## config.mk

```make
export PLATFORM = sky130hd
export DESIGN_NAME = dmaDatapath
export DESIGN_NICKNAME = d
export VERILOG_FILES = /design/src/design/dmaPkg.sv /design/src/design/dmaChannelRegs.sv /design/src/design/dmaControlRegs.sv /design/src/design/dmaDatapath.sv /design/src/design/dmaHostPort.sv
export SDC_FILE = /design/constraint.sdc
export NUM_CORES = 1
export LEC_CHECK = 0
export ABC_AREA = 0
export CAP_MARGIN = 20
export CORE_MARGIN = 10
export CORE_UTILIZATION = 40
export CTS_BUF_LIST = sky130_fd_sc_hd__clkbuf_8
export DETAILED_ROUTE_END_ITERATION = 6
export DONT_BUFFER_PORTS = 1
export PLACE_DENSITY_LB_ADDON = 0.08
export SLEW_MARGIN = 15
export SYNTH_ARGS = -nofsm -noshare
export SYNTH_HDL_FRONTEND = slang
export SYNTH_SLANG_ARGS = --single-unit
```

## constraint.sdc

```tcl
create_clock -name dma_if -period 5.08 [get_ports dma_if]
set_clock_uncertainty 0.05 [all_clocks]
set_input_delay 0.762 -clock dma_if [delete_from_list [all_inputs] [get_ports dma_if]]
set_output_delay 0.762 -clock dma_if [all_outputs]
set_load 0.02 [all_outputs]
```

## src/design/dmaPkg.sv

```systemverilog
// Shared DMA definitions: fixed at four channels with 16-bit address and count registers
package dmaPkg;

  // Channel count fixed by the register map
  localparam int NUM_CHANNELS = 4;

  typedef logic [1:0] chanIdx;

  // Register addresses as seen on the CPU port
  // 0..7 are channel registers: bit 0 selects count, bits 2:1 the channel
  localparam logic [3:0] REG_CHAN_LAST    = 4'd7;
  localparam logic [3:0] REG_COMMAND      = 4'd8;
  localparam logic [3:0] REG_STATUS       = 4'd8;
  localparam logic [3:0] REG_REQUEST      = 4'd9;
  localparam logic [3:0] REG_SINGLE_MASK  = 4'd10;
  localparam logic [3:0] REG_MODE         = 4'd11;
  localparam logic [3:0] REG_CLEAR_FF     = 4'd12;
  localparam logic [3:0] REG_MASTER_CLEAR = 4'd13;
  localparam logic [3:0] REG_TEMP         = 4'd13;
  localparam logic [3:0] REG_CLEAR_MASK   = 4'd14;
  localparam logic [3:0] REG_ALL_MASK     = 4'd15;

  // Command register bit that blocks all transfers
  localparam int CMD_DISABLE_BIT = 2;

  // One decoded CPU access
  typedef enum logic [3:0] {
    opNone,
    opWrAddr,
    opWrCount,
    opRdAddr,
    opRdCount,
    opWrCommand,
    opRdStatus,
    opWrRequest,
    opWrSingleMask,
    opWrMode,
    opClearFf,
    opMasterClear,
    opClearMask,
    opWrAllMask,
    opRdZero
  } regOp;

  // Mode register layout
  typedef struct packed {
    logic [1:0] serviceMode;
    logic       decrement;
    logic       autoInit;
    logic [1:0] transferType;
    chanIdx     chan;
  } modeWord;

  // Request and single mask layout
  typedef struct packed {
    logic [4:0] unused;
    logic       setBit;
    chanIdx     chan;
  } bitWord;

  // Programming byte, read as a mode word or as a channel bit word
  typedef union packed {
    modeWord mode;
    bitWord  bits;
  } ctlWord;

endpackage

```

## src/design/dmaChannelRegs.sv

```systemverilog
// Per-channel 16-bit base and current registers; a CPU write beats a step on the same register
`timescale 1ns/1ns

module dmaChannelRegs (
  input  logic           dma_if,
  input  logic           rstN,
  input  dmaPkg::regOp   op,
  input  dmaPkg::chanIdx opChan,
  input  logic           hiByte,
  input  logic [7:0]     wrData,
  input  dmaPkg::chanIdx activeChan,
  input  logic           autoInit,
  input  logic           decrement,
  input  logic           stepEn,
  input  logic           xferStep,
  output logic [7:0]     addrByte,
  output logic [7:0]     countByte,
  output logic [15:0]    memAddr,
  output logic           tcPulse,
  output dmaPkg::chanIdx tcChan
);
  import dmaPkg::*;

  logic [15:0] baseAddr [NUM_CHANNELS];
  logic [15:0] baseCount [NUM_CHANNELS];
  logic [15:0] curAddr [NUM_CHANNELS];
  logic [15:0] curCount [NUM_CHANNELS];

  logic        stepNow;
  logic        countZero;
  logic [15:0] stepAddr;
  logic [15:0] stepCount;

  // Replace one byte of a 16-bit register
  function automatic logic [15:0] putByte(input logic [15:0] word, input logic hi,
                                          input logic [7:0] data);
    putByte = word;
    if (hi)
      putByte[15:8] = data;
    else
      putByte[7:0] = data;
  endfunction

  assign stepNow   = xferStep && stepEn;
  assign countZero = (curCount[activeChan] == 16'h0000);
  assign stepAddr  = decrement ? curAddr[activeChan] - 16'd1 : curAddr[activeChan] + 16'd1;
  // Count wraps to FFFF on terminal count
  assign stepCount = curCount[activeChan] - 16'd1;

  assign memAddr   = curAddr[activeChan];
  assign addrByte  = hiByte ? curAddr[opChan][15:8] : curAddr[opChan][7:0];
  assign countByte = hiByte ? curCount[opChan][15:8] : curCount[opChan][7:0];

  always_ff @(posedge dma_if or negedge rstN)
  begin
    if (!rstN)
    begin
      for (int i = 0; i < NUM_CHANNELS; i++)
      begin
        baseAddr[i]  <= '0;
        baseCount[i] <= '0;
        curAddr[i]   <= '0;
        curCount[i]  <= '0;
      end
      tcPulse <= 1'b0;
      tcChan  <= '0;
    end
    else if (op == opMasterClear)
    begin
      for (int i = 0; i < NUM_CHANNELS; i++)
      begin
        baseAddr[i]  <= '0;
        baseCount[i] <= '0;
        curAddr[i]   <= '0;
        curCount[i]  <= '0;
      end
      tcPulse <= 1'b0;
      tcChan  <= '0;
    end
    else
    begin
      tcPulse <= stepNow && countZero;
      if (stepNow)
      begin
        tcChan <= activeChan;
        if (countZero && autoInit)
        begin
          // Autoinitialize reloads from base
          curAddr[activeChan]  <= baseAddr[activeChan];
          curCount[activeChan] <= baseCount[activeChan];
        end
        else
        begin
          curAddr[activeChan]  <= stepAddr;
          curCount[activeChan] <= stepCount;
        end
      end
      // Later assignments win over the step above
      if (op == opWrAddr)
      begin
        baseAddr[opChan] <= putByte(baseAddr[opChan], hiByte, wrData);
        curAddr[opChan]  <= putByte(curAddr[opChan], hiByte, wrData);
      end
      if (op == opWrCount)
      begin
        baseCount[opChan] <= putByte(baseCount[opChan], hiByte, wrData);
        curCount[opChan]  <= putByte(curCount[opChan], hiByte, wrData);
      end
    end
  end

  // Terminal count leaves the count wrapped or reloaded from base
  assert property (@(posedge dma_if) disable iff (!rstN)
    tcPulse && $past(op != opWrCount)
      |-> curCount[tcChan] == ($past(autoInit) ? baseCount[tcChan] : 16'hffff));

endmodule

```

## src/design/dmaControlRegs.sv

```systemverilog
// Mode, command, request, mask and status registers; serviceMode and transferType are stored only
`timescale 1ns/1ns

module dmaControlRegs (
  input  logic                              dma_if,
  input  logic                              rstN,
  input  dmaPkg::regOp                      op,
  input  logic [7:0]                        wrData,
  input  logic                              tcPulse,
  input  dmaPkg::chanIdx                    tcChan,
  input  logic [dmaPkg::NUM_CHANNELS-1:0]   dreq,
  output dmaPkg::chanIdx                    activeChan,
  output logic                              autoInit,
  output logic                              decrement,
  output logic                              stepEn,
  output logic [7:0]                        status
);
  import dmaPkg::*;

  modeWord                 modes [NUM_CHANNELS];
  logic [7:0]              command;
  chanIdx                  reqChan;
  logic [NUM_CHANNELS-1:0] mask;
  ctlWord                  cw;
  logic                    tcNoAuto;
  logic [NUM_CHANNELS-1:0] tcSet;

  assign cw = wrData;

  assign activeChan = reqChan;
  assign autoInit   = modes[reqChan].autoInit;
  assign decrement  = modes[reqChan].decrement;

  assign tcNoAuto = tcPulse && !modes[tcChan].autoInit;
  assign tcSet    = tcPulse ? (NUM_CHANNELS'(1) << tcChan) : '0;

  // Mask bit lands a cycle after the TC step, so block that cycle too
  assign stepEn = !mask[reqChan] && !command[CMD_DISABLE_BIT]
                  && !(tcNoAuto && tcChan == reqChan);

  always_ff @(posedge dma_if or negedge rstN)
  begin
    if (!rstN)
    begin
      for (int i = 0; i < NUM_CHANNELS; i++)
        modes[i] <= '0;
      command <= '0;
      reqChan <= '0;
      mask    <= '0;
    end
    else if (op == opMasterClear)
    begin
      for (int i = 0; i < NUM_CHANNELS; i++)
        modes[i] <= '0;
      command <= '0;
      reqChan <= '0;
      mask    <= '0;
    end
    else
    begin
      // Channel masks itself at TC without autoinitialize
      if (tcNoAuto)
        mask[tcChan] <= 1'b1;
      case (op)
        opWrMode:       modes[cw.mode.chan] <= cw.mode;
        opWrCommand:    command <= wrData;
        opWrRequest:    reqChan <= cw.bits.chan;
        opWrSingleMask: mask[cw.bits.chan] <= cw.bits.setBit;
        opClearMask:    mask <= '0;
        opWrAllMask:    mask <= wrData[NUM_CHANNELS-1:0];
        default:        ;
      endcase
    end
  end

  // Sticky TC flags cleared by a status read unless a new TC arrives
  always_ff @(posedge dma_if or negedge rstN)
  begin
    if (!rstN)
      status <= 8'h00;
    else if (op == opMasterClear)
      status <= 8'h00;
    else
    begin
      status[7:4] <= dreq;
      if (op == opRdStatus)
        status[3:0] <= tcSet;
      else
        status[3:0] <= status[3:0] | tcSet;
    end
  end

  // Each TC flag rises only after a TC pulse for its channel
  for (genvar i = 0; i < NUM_CHANNELS; i++)
  begin : gTcFlag
    assert property (@(posedge dma_if) disable iff (!rstN)
      $rose(status[i]) |-> $past(tcPulse && tcChan == i));
  end

endmodule

```

## src/design/dmaDatapath.sv

```systemverilog
// DMA register file and datapath top; no tri-state buses, no memory-to-memory path
`timescale 1ns/1ns

module dmaDatapath (
  input  logic                            dma_if,
  input  logic                            rstN,
  input  logic                            csN,
  input  logic                            iorN,
  input  logic                            iowN,
  input  logic [3:0]                      addr,
  input  logic [7:0]                      dataIn,
  input  logic                            progMode,
  input  logic                            xferStep,
  input  logic [dmaPkg::NUM_CHANNELS-1:0] dreq,
  output logic [7:0]                      dataOut,
  output logic [15:0]                     memAddr,
  output logic                            tc
);
  import dmaPkg::*;

  regOp       op;
  chanIdx     opChan;
  logic       hiByte;
  logic [7:0] wrData;
  logic [7:0] addrByte;
  logic [7:0] countByte;
  logic [7:0] status;
  chanIdx     activeChan;
  logic       autoInit;
  logic       decrement;
  logic       stepEn;
  logic       tcPulse;
  chanIdx     tcChan;

  assign tc = tcPulse;

  dmaHostPort hostPort (
    .dma_if    (dma_if),
    .rstN      (rstN),
    .csN       (csN),
    .iorN      (iorN),
    .iowN      (iowN),
    .addr      (addr),
    .dataIn    (dataIn),
    .progMode  (progMode),
    .addrByte  (addrByte),
    .countByte (countByte),
    .status    (status),
    .op        (op),
    .opChan    (opChan),
    .hiByte    (hiByte),
    .wrData    (wrData),
    .dataOut   (dataOut)
  );

  dmaChannelRegs channelRegs (
    .dma_if     (dma_if),
    .rstN       (rstN),
    .op         (op),
    .opChan     (opChan),
    .hiByte     (hiByte),
    .wrData     (wrData),
    .activeChan (activeChan),
    .autoInit   (autoInit),
    .decrement  (decrement),
    .stepEn     (stepEn),
    .xferStep   (xferStep),
    .addrByte   (addrByte),
    .countByte  (countByte),
    .memAddr    (memAddr),
    .tcPulse    (tcPulse),
    .tcChan     (tcChan)
  );

  dmaControlRegs controlRegs (
    .dma_if     (dma_if),
    .rstN       (rstN),
    .op         (op),
    .wrData     (wrData),
    .tcPulse    (tcPulse),
    .tcChan     (tcChan),
    .dreq       (dreq),
    .activeChan (activeChan),
    .autoInit   (autoInit),
    .decrement  (decrement),
    .stepEn     (stepEn),
    .status     (status)
  );

endmodule

```

## src/design/dmaHostPort.sv

```systemverilog
// CPU register port: one access per strobed cycle in program mode, reads of 9..15 other than status give zero
`timescale 1ns/1ns

module dmaHostPort (
  input  logic           dma_if,
  input  logic           rstN,
  input  logic           csN,
  input  logic           iorN,
  input  logic           iowN,
  input  logic [3:0]     addr,
  input  logic [7:0]     dataIn,
  input  logic           progMode,
  input  logic [7:0]     addrByte,
  input  logic [7:0]     countByte,
  input  logic [7:0]     status,
  output dmaPkg::regOp   op,
  output dmaPkg::chanIdx opChan,
  output logic           hiByte,
  output logic [7:0]     wrData,
  output logic [7:0]     dataOut
);
  import dmaPkg::*;

  logic access;
  logic rdAccess;
  logic wrAccess;
  logic byteFf;

  // Exactly one strobe low makes a valid access
  assign access   = progMode && !csN && (iorN ^ iowN);
  assign rdAccess = access && !iorN;
  assign wrAccess = access && !iowN;

  assign opChan = addr[2:1];
  assign hiByte = byteFf;
  assign wrData = dataIn;

  // Strobes and address to one operation
  always_comb
  begin
    op = opNone;
    if (wrAccess)
    begin
      if (addr <= REG_CHAN_LAST)
        op = addr[0] ? opWrCount : opWrAddr;
      else
      begin
        case (addr)
          REG_COMMAND:      op = opWrCommand;
          REG_REQUEST:      op = opWrRequest;
          REG_SINGLE_MASK:  op = opWrSingleMask;
          REG_MODE:         op = opWrMode;
          REG_CLEAR_FF:     op = opClearFf;
          REG_MASTER_CLEAR: op = opMasterClear;
          REG_CLEAR_MASK:   op = opClearMask;
          default:          op = opWrAllMask;
        endcase
      end
    end
    else if (rdAccess)
    begin
      if (addr <= REG_CHAN_LAST)
        op = addr[0] ? opRdCount : opRdAddr;
      else if (addr == REG_STATUS)
        op = opRdStatus;
      else
        op = opRdZero;
    end
  end

  // Byte pointer flip-flop, low byte first
  always_ff @(posedge dma_if or negedge rstN)
  begin
    if (!rstN)
      byteFf <= 1'b0;
    else if (op == opClearFf || op == opMasterClear)
      byteFf <= 1'b0;
    else if (op inside {opWrAddr, opWrCount, opRdAddr, opRdCount})
      byteFf <= !byteFf;
  end

  // Read data holds until the next read
  always_ff @(posedge dma_if or negedge rstN)
  begin
    if (!rstN)
      dataOut <= 8'h00;
    else
    begin
      case (op)
        opRdAddr:   dataOut <= addrByte;
        opRdCount:  dataOut <= countByte;
        opRdStatus: dataOut <= status;
        opRdZero:   dataOut <= 8'h00;
        default:    dataOut <= dataOut;
      endcase
    end
  end

  // Host must never drive both strobes in a selected cycle
  assert property (@(posedge dma_if) disable iff (!rstN)
    !csN |-> (iorN || iowN));

endmodule

```

# After elaboration in Yosys (flattened, before gate mapping)

Index checks and enable logic that the tools add are counted.

Register bits after elaboration: 317
Output and inout bits: 25
Input port bits: 23
Word-level logic and storage cells: 245

Bitwise operators: 7
Shift-type cells: 1
Muxes and demuxes: 120
$add $sub $neg: 3
Order comparisons: 13
Eq/ne operators: 22
Reduce and logical (&&, ||, !) cells: 35

Operator list:

| operator                | count |
|---|---|
| $mux W64                | 14 |
| $bwmux W64              | 8 |
| $mux W16                | 19 |
| $bmux W16 S2            | 8 |
| $mux W8                 | 28 |
| $demux W16 S2           | 2 |
| $mux W32                | 2 |
| $eq A4 B4 Y1 const B    | 14 |
| $mux W4                 | 10 |
| $bmux W8 S2             | 2 |
| $bwmux W32              | 1 |
| $pmux W8 S4             | 1 |
| $sub A16 B1 Y16 const B | 2 |
| $pmux W4 S7             | 1 |
| $add A16 B1 Y16 const B | 1 |
| $demux W8 S2            | 1 |
| $eq A4 B3 Y1 const B    | 4 |
| $logic_and A1 B1 Y1     | 16 |
| $logic_not A16 Y1       | 1 |
| $reduce_bool A2 Y1      | 7 |
| $ge A3 B3 Y1 const B    | 4 |
| $mux W6                 | 2 |
| $not A2 Y3              | 4 |
| $pmux W4 S3             | 1 |
| 20 further kinds        | 48 |

# Depth between registers and ports, before layout

Gate-level depths: netlist of run 1.

Depth in word-level cells: 15
Gate-level depth with buffers: 18
Gate-level depth less buffers: 11

# Cells and area by module

A second synthesis of run 1 with hierarchy kept.

Cells, all modules: 1760
Area total of the unflattened synthesis: 18017.3 um^2

Modules (own cells, without submodules):

| module         | seq. area each (um^2) | area each (um^2) | cells each | instances |
|---|---|---|---|---|
| dmaChannelRegs | 6481.2                | 15884.0          | 1544       | 1 |
| dmaControlRegs | 575.6                 | 1356.3           | 133        | 1 |
| dmaHostPort    | 225.2                 | 777.0            | 83         | 1 |

# Worst setup path after synthesis of run 1

No wires, ideal clock.

Path kind: reg2reg
Start: register controlRegs.reqChan[0] (netlist: controlRegs.activeChan[0])
End: register channelRegs.curAddr[44] in the netlist's numbering
Required time: 4909 ps
Cell stages (with the launch flop): 17
Library setup time: 121 ps
Path slack: 259 ps
Arrival: 4650 ps
Path buffers: 6
Clock period less this slack: 4821 ps
Cells stage by stage: dfrtp_1 > buf_6 > buf_6 > buf_4 > buf_2 > buf_2 > buf_2 > mux4_2 > fa_1 > a211oi_1 > o21ai_0 > a2111oi_0 > o41ai_1 > xnor2_1 > or3_1 > a21oi_1 > nor2_1

Word-level cells in the longest chain between the ends: 13
Elaborated cells on any way between the ends: 40
Those cells by class: add/sub: 2; order compare: 2; eq/ne: 1; mux: 25; bitwise: 1; reduce/logical: 9

RTL lines:

| element                                            | RTL line              | text |
|---|---|---|
| from (decl)                                        | dmaControlRegs.sv:22  | `chanIdx reqChan;` |
| from (signal assigned)                             | dmaControlRegs.sv:67  | `opWrRequest: reqChan <= cw.bits.chan;` |
| $not A2 Y3 *                                       | --                    |  |
| $bmux W16 S2 *                                     | --                    |  |
| $mux W16 * (2 in a row)                            | --                    |  |
| net memAddr[1]                                     | dmaDatapath.sv:16     | `output logic [15:0] memAddr,` |
| $add A16 B1 Y16 or $sub A16 B1 Y16 (tied branches) | dmaChannelRegs.sv:46  | `assign stepAddr = decrement ? curAddr[activeChan] - 16'd1 : curAddr[activeChan] + 16'd1;` |
| $mux W16 *                                         | dmaChannelRegs.sv:46  |  |
| $bwmux W64 *                                       | dmaChannelRegs.sv:94  | `curAddr[activeChan] <= stepAddr;` |
| $mux W64 *                                         | dmaChannelRegs.sv:86  | `if (countZero && autoInit)` |
| $mux W64 *                                         | dmaChannelRegs.sv:83  | `if (stepNow)` |
| $mux W64 *                                         | dmaChannelRegs.sv:68  | `else if (op == opMasterClear)` |
| $bwmux W64                                         | dmaChannelRegs.sv:102 | `curAddr[opChan] <= putByte(curAddr[opChan], hiByte, wrData);` |
| $mux W64 *                                         | dmaChannelRegs.sv:99  | `if (op == opWrAddr)` |
| $mux W64 *                                         | dmaChannelRegs.sv:68  |  |
| to (signal, indexed assignment)                    | dmaChannelRegs.sv:89  | `curAddr[activeChan] <= baseAddr[activeChan];` |
| to (signal, indexed assignment)                    | dmaChannelRegs.sv:94  |  |
| to (signal, indexed assignment)                    | dmaChannelRegs.sv:102 |  |
| to (decl)                                          | dmaChannelRegs.sv:26  | `logic [15:0] curAddr [NUM_CHANNELS];` |

Mark *: on every way through the listed nets, which the timed path passes. The rest lies on a longest branch. The select of a mux whose other input is x is not followed.
A chain may end at the register's enable or synchronous reset.

# Worst setup path after layout of run 1

Start: register controlRegs.reqChan[0] (netlist: controlRegs.activeChan[0])
End: register channelRegs.curAddr[44] in the netlist's numbering

Word-level cells in the longest chain between the ends: 13
Elaborated cells on any way between the ends: 40
Those cells by class: add/sub: 2; order compare: 2; eq/ne: 1; mux: 25; bitwise: 1; reduce/logical: 9

RTL lines:

| element                                            | RTL line |
|---|---|
| $not A2 Y3 (not written as such)                   | -- |
| $bmux W16 S2                                       | dmaChannelRegs.sv:46 |
| $mux W16 (not written as such) (2 in a row)        | dmaChannelRegs.sv:46 |
| $add A16 B1 Y16 or $sub A16 B1 Y16 (tied branches) | dmaChannelRegs.sv:46 |
| $mux W16                                           | dmaChannelRegs.sv:46 |
| $bwmux W64                                         | dmaChannelRegs.sv:94 |
| $mux W64                                           | dmaChannelRegs.sv:86 |
| $mux W64 *                                         | dmaChannelRegs.sv:83 |
| $mux W64 *                                         | dmaChannelRegs.sv:68 |
| $bwmux W64                                         | dmaChannelRegs.sv:102 |
| $mux W64 *                                         | dmaChannelRegs.sv:99 |
| $mux W64 *                                         | dmaChannelRegs.sv:68 |

Mark *: on every way between the ends. The rest lies on a longest branch, timed or not. The select of a mux whose other input is x is not followed.

==> results of run 1 <==
==> kinds of logic after synthesis <==
family,synth area share
xor gates and xnor gates,0.01305
AOI/OAI and AO/OA,0.2192
muxes,0.1878
buffers and inverters,0.04199
DFF,0.4019
and+or+nand+nor,0.1239
adders and majority gates,0.01215
==> per-layer routing <==
metal,up-vias,global-route usage,share of wire
li1,6591,-,-
met1,7995,0.3531,0.43
met2,712,0.3808,0.44
met3,143,0.05963,0.089
met4,0,0.1029,0.037
met5,-,0,0
==> critical path, cell delays in order, from the launching register on <==
cell       delay, ps
dfrtp_4          690
mux4_2           820
fa_1             520
a211oi_1         370
o21ai_0          260
a2111oi_0        760
o41ai_1          240
xnor2_1          200
or3_1            330
a21oi_1          180
nor2_1            60
==> layout make-up <==
cell class | count | share of cell area
clock buffer | 68 | 0.04740
multi-input combinational | 1295 | 0.5140
timing repair buffer | 53 | 0.02079
tap | 592 | 0.03752
sequential | 291 | 0.3694
clock inverter | 31 | 0.006908
inverter | 21 | 0.003993
==> state kept, by name, indices dropped and copies added, names as in the netlist <==
name and flops:
hostPort.dataOut 8, controlRegs.modes 8, controlRegs.status 8, channelRegs.tcChan 2, channelRegs.curAddr 64, controlRegs.command 1
channelRegs.baseAddr 64, channelRegs.baseCount 64, channelRegs.tcPulse 1, controlRegs.activeChan 2, hostPort.hiByte 1, channelRegs.curCount 64
controlRegs.mask 4
==> path summary, 6_finish.rpt <==
check / startpoint / to / slack [ps]
setup / recovery: controlRegs.activeChan[0]$_DFFE_PN0P_ / channelRegs.curAddr[44]$_DFF_PN0_ / 430
hold / removal: rstN / channelRegs.curCount[43]$_DFF_PN0_ / -260
setup reg to reg: controlRegs.activeChan[0]$_DFFE_PN0P_ / channelRegs.curAddr[44]$_DFF_PN0_ / 430
hold reg to reg: controlRegs.modes[21]$_DFFE_PN0P_ / controlRegs.modes[21]$_DFFE_PN0P_ / 450
max in group asynchronous: rstN / channelRegs.baseAddr[24]$_DFFE_PN0P_ / 4310
min in group dma_if: dataIn[1] / controlRegs.modes[28]$_DFFE_PN0P_ / 140
==> synthesized netlist by cell type (all sizes together) (26+ instances only) <==
master	number
a211oi	30
a21oi	142
a22o	131
a31oi	26
buf	64
clkbuf	86
dfrtp	291
mux2i	41
mux4	124
nand2	209
nand2b	37
nor2	133
nor3	30
o21ai	126
==> through the flow <==
stage          instances  setup slack [ps]  cell area (um2)  total power [W]    util
2_1_floorplan       1757             258.7            18120         0.006089       -
3_3_place_gp        2252             533.3            18670         0.007080  0.4195
3_5_place_dp        2252             518.8            18670         0.007119  0.4195
4_1_cts             2351             486.1            19740         0.009466  0.4436
5_1_grt             2351             238.2            19740         0.009985  0.4436
6_report            2351             430.5            19740         0.009471  0.4436
==> power by group through the flow <==
stage          Combinational (W)  Clock [W]  Sequential (W)
6_report                 0.00350    0.00232         0.00365
5_1_grt                  0.00378    0.00246         0.00374
4_1_cts                  0.00347    0.00236         0.00364
3_5_place_dp             0.00345          0         0.00367
3_3_place_gp             0.00343          0         0.00365
2_1_floorplan            0.00271          0         0.00338
==> flow_metrics.tcl, run 1 <==
set metrics [dict create \
    die_x_um 232.8 \
    die-height_um 232.8 \
    areaGrowthSynthToFinish_pct 8.971 \
    mostFrequentLayoutCell "dfrtp_1" \
    seqCellArea_um2 7293 \
    internal-power_w 0.005769 \
    num_vias 15440 \
    grt_max_degree 292 \
    sw_frac_of_total 0.3909 \
    syn_nets 1797 \
    clock.fmax_mhz 215.1 \
    critPathLaunchType "register" \
    clk_latency_ps 670 \
    rsz0062_at_grt "false" \
    setup_viol 0 \
    drive_gt1_frac 0.1836 \
    power_frac_clock 0.244 \
    synth-edff-count 0 \
    fin_tns_setup_ps 0 \
    whs_ps -260.5 \
    cts_root_buf "clkbuf_8" \
    htreeDepth 2 \
    die_area_um2 54210 \
    start_util 0.4070 \
    r2r_cells 10 \
    ctsResizeCount 0 \
    vias_per_cell 6.568 \
    violations "DRC, hold timing" \
    drt_iter0_markers 1605 \
    ys_seq_elements 291 \
    finalHoldViolations 257 \
    hpwl_um 43110 \
    critPathCaptureType "register" \
    finalCritPeriodShare 0.9152 \
    maxSlewHeadroom 0.2465 \
    ys_top_cells_by_area "dfrtp_1 (40%), mux4_2 (15%), a22o_1 (6.3%)" \
    fin_crit_ps 4649 \
    crit_required_ps 5560 \
    core_um2 44510 \
    p_leak_nw 8.130 \
    diodes 0 \
    wire_per_inst_um 29.55 \
    gr-total-overflow 0 \
    status "complete, but fails checks" \
    yosys.area.top_type_share 0.4019 \
    irDropWorstVdd_mv 0.1936 \
    syn_inst 1757 \
    cp.arrival_ps 5130 \
    netlist-cell-type-count 72 \
    antenna_found_initial 0 \
    multiInputGateArea_um2 10150 \
    cts_tree "built" \
    yosysSeqAreaShare 0.4019 \
    tightest_slew_ps 1130 \
    grt_pass1_wl_um 104100 \
    synthArstFlopShare 1.000 \
    clock_path_buffers 3 \
    cts_sinks 291 \
    p_switching_w 0.003702 \
    pwr-share-comb 0.370 \
    grt_use_total 0.2557 \
    drt_first_pass_iters 7 \
    final_cell_mix "dfrtp_1 (288), nand2_1 (207), a21oi_1 (136)" \
    syn_area_um2 18120 \
    gp_congestion 0.8683 \
    wirelength_um 69470 \
    synth_flop_cell "dfrtp_1" \
    io_pins 48 \
    ys_warn_count 0 \
    rows 77 \
    drv_cap 0 \
    synth_area_per_cell_um2 10.31 \
    ant_nets 0 \
    synth_top_area_cell "dfrtp_1" \
    route.detailed.drc 1 \
    final_max_slew_viol_count 0 \
    nets 1757 \
    hold_class "in -> async" \
    setup.worst_path.class "reg -> reg" \
    path_max_fanout 19 \
    cts_setup_buffers 0 \
    first_global_vias 15420 \
    port_buffers 0 \
    seqPwrFrac 0.386 \
    fillers 4309 \
    p_per_area_nw_per_um2 479.7 \
    clkSlewWorstSetupHoldPaths_ps 70 \
    cts_inserted_buffers 55 \
]
Note: power is estimated with default switching activity, not from simulation.
==> run 2: changes to the inputs <==
--- a/config.mk
+++ b/config.mk
@@ -13,7 +13,7 @@
 export DETAILED_ROUTE_END_ITERATION = 6
 export DONT_BUFFER_PORTS = 1
 export PLACE_DENSITY_LB_ADDON = 0.08
-export SLEW_MARGIN = 15
 export SYNTH_ARGS = -nofsm -noshare
 export SYNTH_HDL_FRONTEND = slang
+export SYNTH_HIERARCHICAL = 1
 export SYNTH_SLANG_ARGS = --single-unit
==> run 2 against run 1 <==
Effect of this change: the flow finishes with violations (hold timing); synthesized cell count up 0.17%; non-clock buffer count up 9; count of clock-buffer cells in the layout up 8; highest routed layer is now met5; worst hold slack better by 5.5 ps; clock power up 17%; maximum frequency up 1.9%; sequential share of layout area down 0.22 points; total power up 6.8%.
==> flow_metrics.tcl, run 2 <==
set metrics [dict create \
    whs_ps -254.9 \
    status "complete, but fails checks" \
    start_util 0.4057 \
    areaGrowthSynthToFinish_pct 10.23 \
    die-height_um 232.2 \
    mostFrequentLayoutCell "dfrtp_1" \
    port_buffers 0 \
    seqCellArea_um2 7293 \
    rows 77 \
    yosys.area.top_type_share 0.4042 \
    htreeDepth 2 \
    yosysSeqAreaShare 0.4042 \
    finalCritPeriodShare 0.8984 \
    final_cell_mix "dfrtp_1 (288), o21ai_0 (204), nand3_1 (156)" \
    antenna_found_initial 1 \
    dr_wl_met3_um 5704 \
    critPathCaptureType "register" \
    clk_latency_ps 670 \
    pre_cts_ws_ps 614.9 \
    setup_viol 0 \
    cts_tree "built" \
    p_per_area_nw_per_um2 509.2 \
    stdcell_count 2355 \
    gr-total-overflow 0 \
    cts_inserted_buffers 56 \
    ys_warn_count 6 \
    tightest_slew_ps 1187 \
    die_x_um 232.2 \
    ys_seq_elements 291 \
    io_pins 48 \
    gp_congestion 0.8636 \
    synth-edff-count 0 \
    route.detailed.drc 0 \
    vias_per_cell 6.490 \
    p_leak_nw 8.163 \
    clkSlewWorstSetupHoldPaths_ps 70 \
    wire_per_inst_um 28.17 \
    cts_setup_buffers 0 \
    clock_path_buffers 3 \
    synth_most_common_cell "dfrtp_1" \
    critPathLaunchType "register" \
    grt_max_degree 292 \
    yosys-top-cells-count "dfrtp_1 (291), o21ai_0 (204), nand3_1 (159)" \
    grt_use_total 0.2443 \
    cts_sinks 291 \
    met1Wirelength_um 28900 \
    drt_first_pass_iters 6 \
    path_max_fanout 36 \
    drt_iter0_markers 1447 \
    synth_flop_cell "dfrtp_1" \
    post-route-util 0.4472 \
    synthArstFlopShare 1.000 \
    rsz0062_at_grt "false" \
    post-place-cells 2249 \
    ys_top_cells_by_area "dfrtp_1 (40%), mux4_2 (16%), o21ai_0 (5.7%)" \
    fin_ws_ps 516.3 \
    drive_gt1_frac 0.1941 \
    ant_nets 0 \
    syn_nets 1800 \
    die_area_um2 53930 \
    nets 1756 \
    hold_class "in -> async" \
    netlist-cell-type-count 84 \
    num_vias 15280 \
    crit_required_ps 5500 \
    core_um2 44410 \
    grt_pass1_wl_um 99870 \
    wirelength_um 66340 \
    cp.arrival_ps 4990 \
    clock.fmax_mhz 219.1 \
    finalHoldViolations 291 \
    maxSlewHeadroom 0.2072 \
    violations "hold timing" \
    final_max_slew_viol_count 0 \
    cts_root_buf "clkbuf_8" \
    ctsResizeCount 0 \
    setup.worst_path.class "reg -> reg" \
    irDropWorstVdd_mv 0.2531 \
    fin_tns_setup_ps 0 \
    hpwl_um 42240 \
    syn_area_um2 18020 \
    synth_top_area_cell "dfrtp_1" \
    met2WireLength_um 29500 \
    multiInputGateArea_um2 10000 \
    synth_area_per_cell_um2 10.24 \
    drv_cap 0 \
    syn_inst 1760 \
    fillers 4252 \
    highest_layer "met5" \
    fin_crit_ps 4564 \
    first_global_vias 14980 \
]
## run 2: cell count changes after synthesis, sizes merged, moves of 19 or more
cell / change
a211oi: -19
nand3: +139
a21oi: -21
nand2b: -28
o21ai: +94
a22o: -131
nand2: -121
## run 2: through the flow
| step | total power, W | area, um2 |
|---|---|---|
| after floorplan | 0.006240 | 18020 |
| after global routing | 0.01066 | 19860 |
| after global placement | 0.007290 | 18530 |
| after detailed placement | 0.007342 | 18550 |
| after CTS | 0.01008 | 19850 |
| final | 0.01011 | 19860 |
## run 2: area by class of cell
cell class	count	share of cell area
Sequential cell	291	0.3672
Clock buffer	76	0.05267
Inverter	13	0.002457
Clock inverter	28	0.01273
Multi-Input combinational cell	1292	0.5035
Antenna cell	1	0.0001260
Timing Repair Buffer	62	0.02400
Tap cell	592	0.03730
## run 2: critical path, stage by stage (launching register included)
cell       delay, ps
dfrtp_4          910
mux4_2           800
ha_1             420
a21o_1           210
a2111oi_0        410
a211oi_1         130
o211ai_1         270
a21oi_1          100
nor3b_1          770
o221ai_1         260
## run 2: kinds of logic after synthesis
logic type,share of synthesized area
AO/OA/AOI/OAI,0.1853
adder cells (fa/ha/maj),0.01222
flip-flops,0.4042
AND/OR/NAND/NOR,0.1381
buffers and inverters,0.04285
XOR/XNOR,0.01069
multiplexers,0.2067
## run 2: per-layer routing
metal  vias to the layer above  global-route usage
li1                       6684                   -
met4                         2             0.08760
met2                       666              0.3687
met1                      7806              0.3367
met5                         -                   0
met3                       126             0.05680
## run 2: path summary, 6_finish.rpt
kind                                                        from                                    to  slack (ps)  depth (start not counted)
max reg2reg                controlRegs/activeChan[0]$_DFFE_PN0P_     channelRegs/curAddr[47]$_DFF_PN0_         520                          9
max in group asynchronous                                   rstN    channelRegs/curCount[35]$_DFF_PN0_        4580                          0
max                        controlRegs/activeChan[0]$_DFFE_PN0P_     channelRegs/curAddr[47]$_DFF_PN0_         520                          9
min                                                         rstN  channelRegs/baseAddr[41]$_DFFE_PN0P_        -250                          0
min reg2reg                      controlRegs/status[7]$_DFF_PN0_       hostPort/dataOut[7]$_DFFE_PN0P_         430                          1
min in group dma_if                                    dataIn[1]         controlRegs/mask[1]$_DFF_PN0_         180                          2
## run 2: report_power, final
| part | switching, W | internal [W] |
|---|---|---|
| Sequential | 0.000613 | 0.00298 |
| Clock | 0.00112 | 0.00158 |
| Combinational | 0.00217 | 0.00164 |
| Total | 0.00391 | 0.00620 |
==> run 3: changes to the inputs <==
==> constraint.sdc (replaced) <==
create_clock -name dma_if -period 5.08 [get_ports dma_if]
set_clock_uncertainty 0.05 [all_clocks]
set_input_delay 1.016 -clock dma_if [delete_from_list [all_inputs] [get_ports dma_if]]
set_output_delay 1.016 -clock dma_if [all_outputs]
set_load 0.02 [all_outputs]
==> run 3 against run 2 <==
Effect of this change: the flow now finishes without violations; total power is 4.3% lower; non-clock buffer count is 1 higher; routed wire length is 0.73% higher; die area stayed put; combinational power hardly changed; sequential power hardly changed; sequential share of layout area is 0.41 points higher; sequential cell count stayed put; count of clock-buffer cells in the layout is 10 lower; critical path type unchanged; largest cell class unchanged; highest routed layer is now met4.
==> flow_metrics.tcl, run 3 (same netlist as run 2, synthesis figures left out) <==
set metrics [dict create \
    path_max_fanout 31 \
    irDropWorstVdd_mv 0.4023 \
    stdcell_count 2345 \
    status "complete, no violations" \
    maxSlewHeadroom 0.2264 \
    vias_per_cell 6.581 \
    nets 1755 \
    port_buffers 0 \
    hold_class "in -> async" \
    timing.rr.start "controlRegs/activeChan[0]$_DFFE_PN0P_" \
    cts_hold_buf 2 \
    clock.fmax_mhz 223.7 \
    p_leak_nw 8.080 \
    num_vias 15430 \
    critPathLaunchType "register" \
    cts_sinks 291 \
    grt_pass1_wl_um 100600 \
    io_pins 48 \
    fin_tns_setup_ps 0 \
    cts_setup_buffers 0 \
    die_area_um2 53930 \
    fin_ws_ps 610.4 \
    drv_cap 0 \
    clk_latency_ps 650 \
    diodes 0 \
    finalCritPeriodShare 0.8798 \
    tightest_slew_ps 1158 \
    first_global_vias 14940 \
    wirelength_um 66820 \
    mostFrequentLayoutCell "dfrtp_1" \
    post-place-cells 2249 \
    clock_path_buffers 3 \
    rows 77 \
    grt_use_total 0.2456 \
    cp.arrival_ps 4900 \
    final_max_slew_viol_count 0 \
    ctsResizeCount 0 \
    gp_congestion 0.8963 \
    htreeDepth 2 \
    drt_iter0_markers 1702 \
    rsz0062_at_grt "false" \
    die_x_um 232.2 \
    cts_inserted_buffers 54 \
    antenna_found_initial 2 \
    die-height_um 232.2 \
    route.detailed.drc 0 \
    final_cell_mix "dfrtp_1 (288), o21ai_0 (204), nand3_1 (156)" \
    cp-startpoint "controlRegs/activeChan[0]$_DFFE_PN0P_" \
    ant_nets 0 \
    fin_crit_ps 4470 \
    drt_first_pass_iters 5 \
    areaGrowthSynthToFinish_pct 9.021 \
    setup.worst_path.class "reg -> reg" \
    finalHoldViolations 0 \
    critPathCaptureType "register" \
    hpwl_um 42430 \
    start_util 0.4057 \
    cts_tree "built" \
    wire_per_inst_um 28.49 \
    gr-total-overflow 0 \
    pre_cts_ws_ps 636.6 \
    cts_root_buf "clkbuf_8" \
    setup_viol 0 \
    grt_max_degree 168 \
    p_per_area_nw_per_um2 492.7 \
    core_um2 44410 \
    drive_gt1_frac 0.1865 \
    clkSlewWorstSetupHoldPaths_ps 60 \
    crit_required_ps 5510 \
]
-- run 3: power breakdown --
group          leakage [nW]  internal [W]  switching, W
clock network         0.607       0.00116       0.00108
logic                  3.68       0.00164       0.00217
registers              3.80       0.00298      0.000639
total                  8.08       0.00578       0.00390
-- run 3: layer usage --
metal,GRT usage,part of all wire
met1,0.3485,0.44
met2,0.3711,0.45
met3,0.04398,0.086
met4,0.08311,0.030
met5,0,0
-- run 3: worst max-delay path, cell delays in order, from the launching register on --
cell and delay (ps):
dfrtp_4 870, mux4_2 800, ha_1 430, and2_1 190, a2111oi_0 450, a211oi_1 130
o211ai_1 270, a21oi_1 110, nor3b_1 720, o221ai_1 240
-- run 3: area by class of cell --
cell class                      count  area (um2)
Clock inverter                     28       118.9
Sequential cell                   291        7293
Timing Repair Buffer               63       533.0
Fill cell                        4201       24770
Tap cell                          592       740.7
Clock buffer                       66       908.4
Multi-Input combinational cell   1292       10000
Inverter                           13       48.80
-- run 3: final timing paths --
kind / endpoint / slack [ps] / cells past startpoint
max reg2reg: channelRegs/curAddr[47]$_DFF_PN0_ / 610 / 9
min: channelRegs/curAddr[47]$_DFF_PN0_ / 50 / 0
min reg2reg: hostPort/dataOut[6]$_DFFE_PN0P_ / 420 / 1
max: channelRegs/curAddr[47]$_DFF_PN0_ / 610 / 9
max in group asynchronous: controlRegs/activeChan[1]$_DFFE_PN0P_ / 3820 / 1
min in group dma_if: hostPort/dataOut[6]$_DFFE_PN0P_ / 420 / 1
-- run 3: stage by stage --
stage	instance area (um2)	hold slack [ps]	power [W]	utilization
final	19640	53.46	0.009679	0.4423
after global routing	19640	20.62	0.01021	0.4423
after CTS	19640	0.9690	0.009640	0.4423
after detailed placement	18580	414.0	0.007335	0.4183
after global placement	18580	408.9	0.007290	0.4183
after floorplan	18020	405.6	0.006240	-
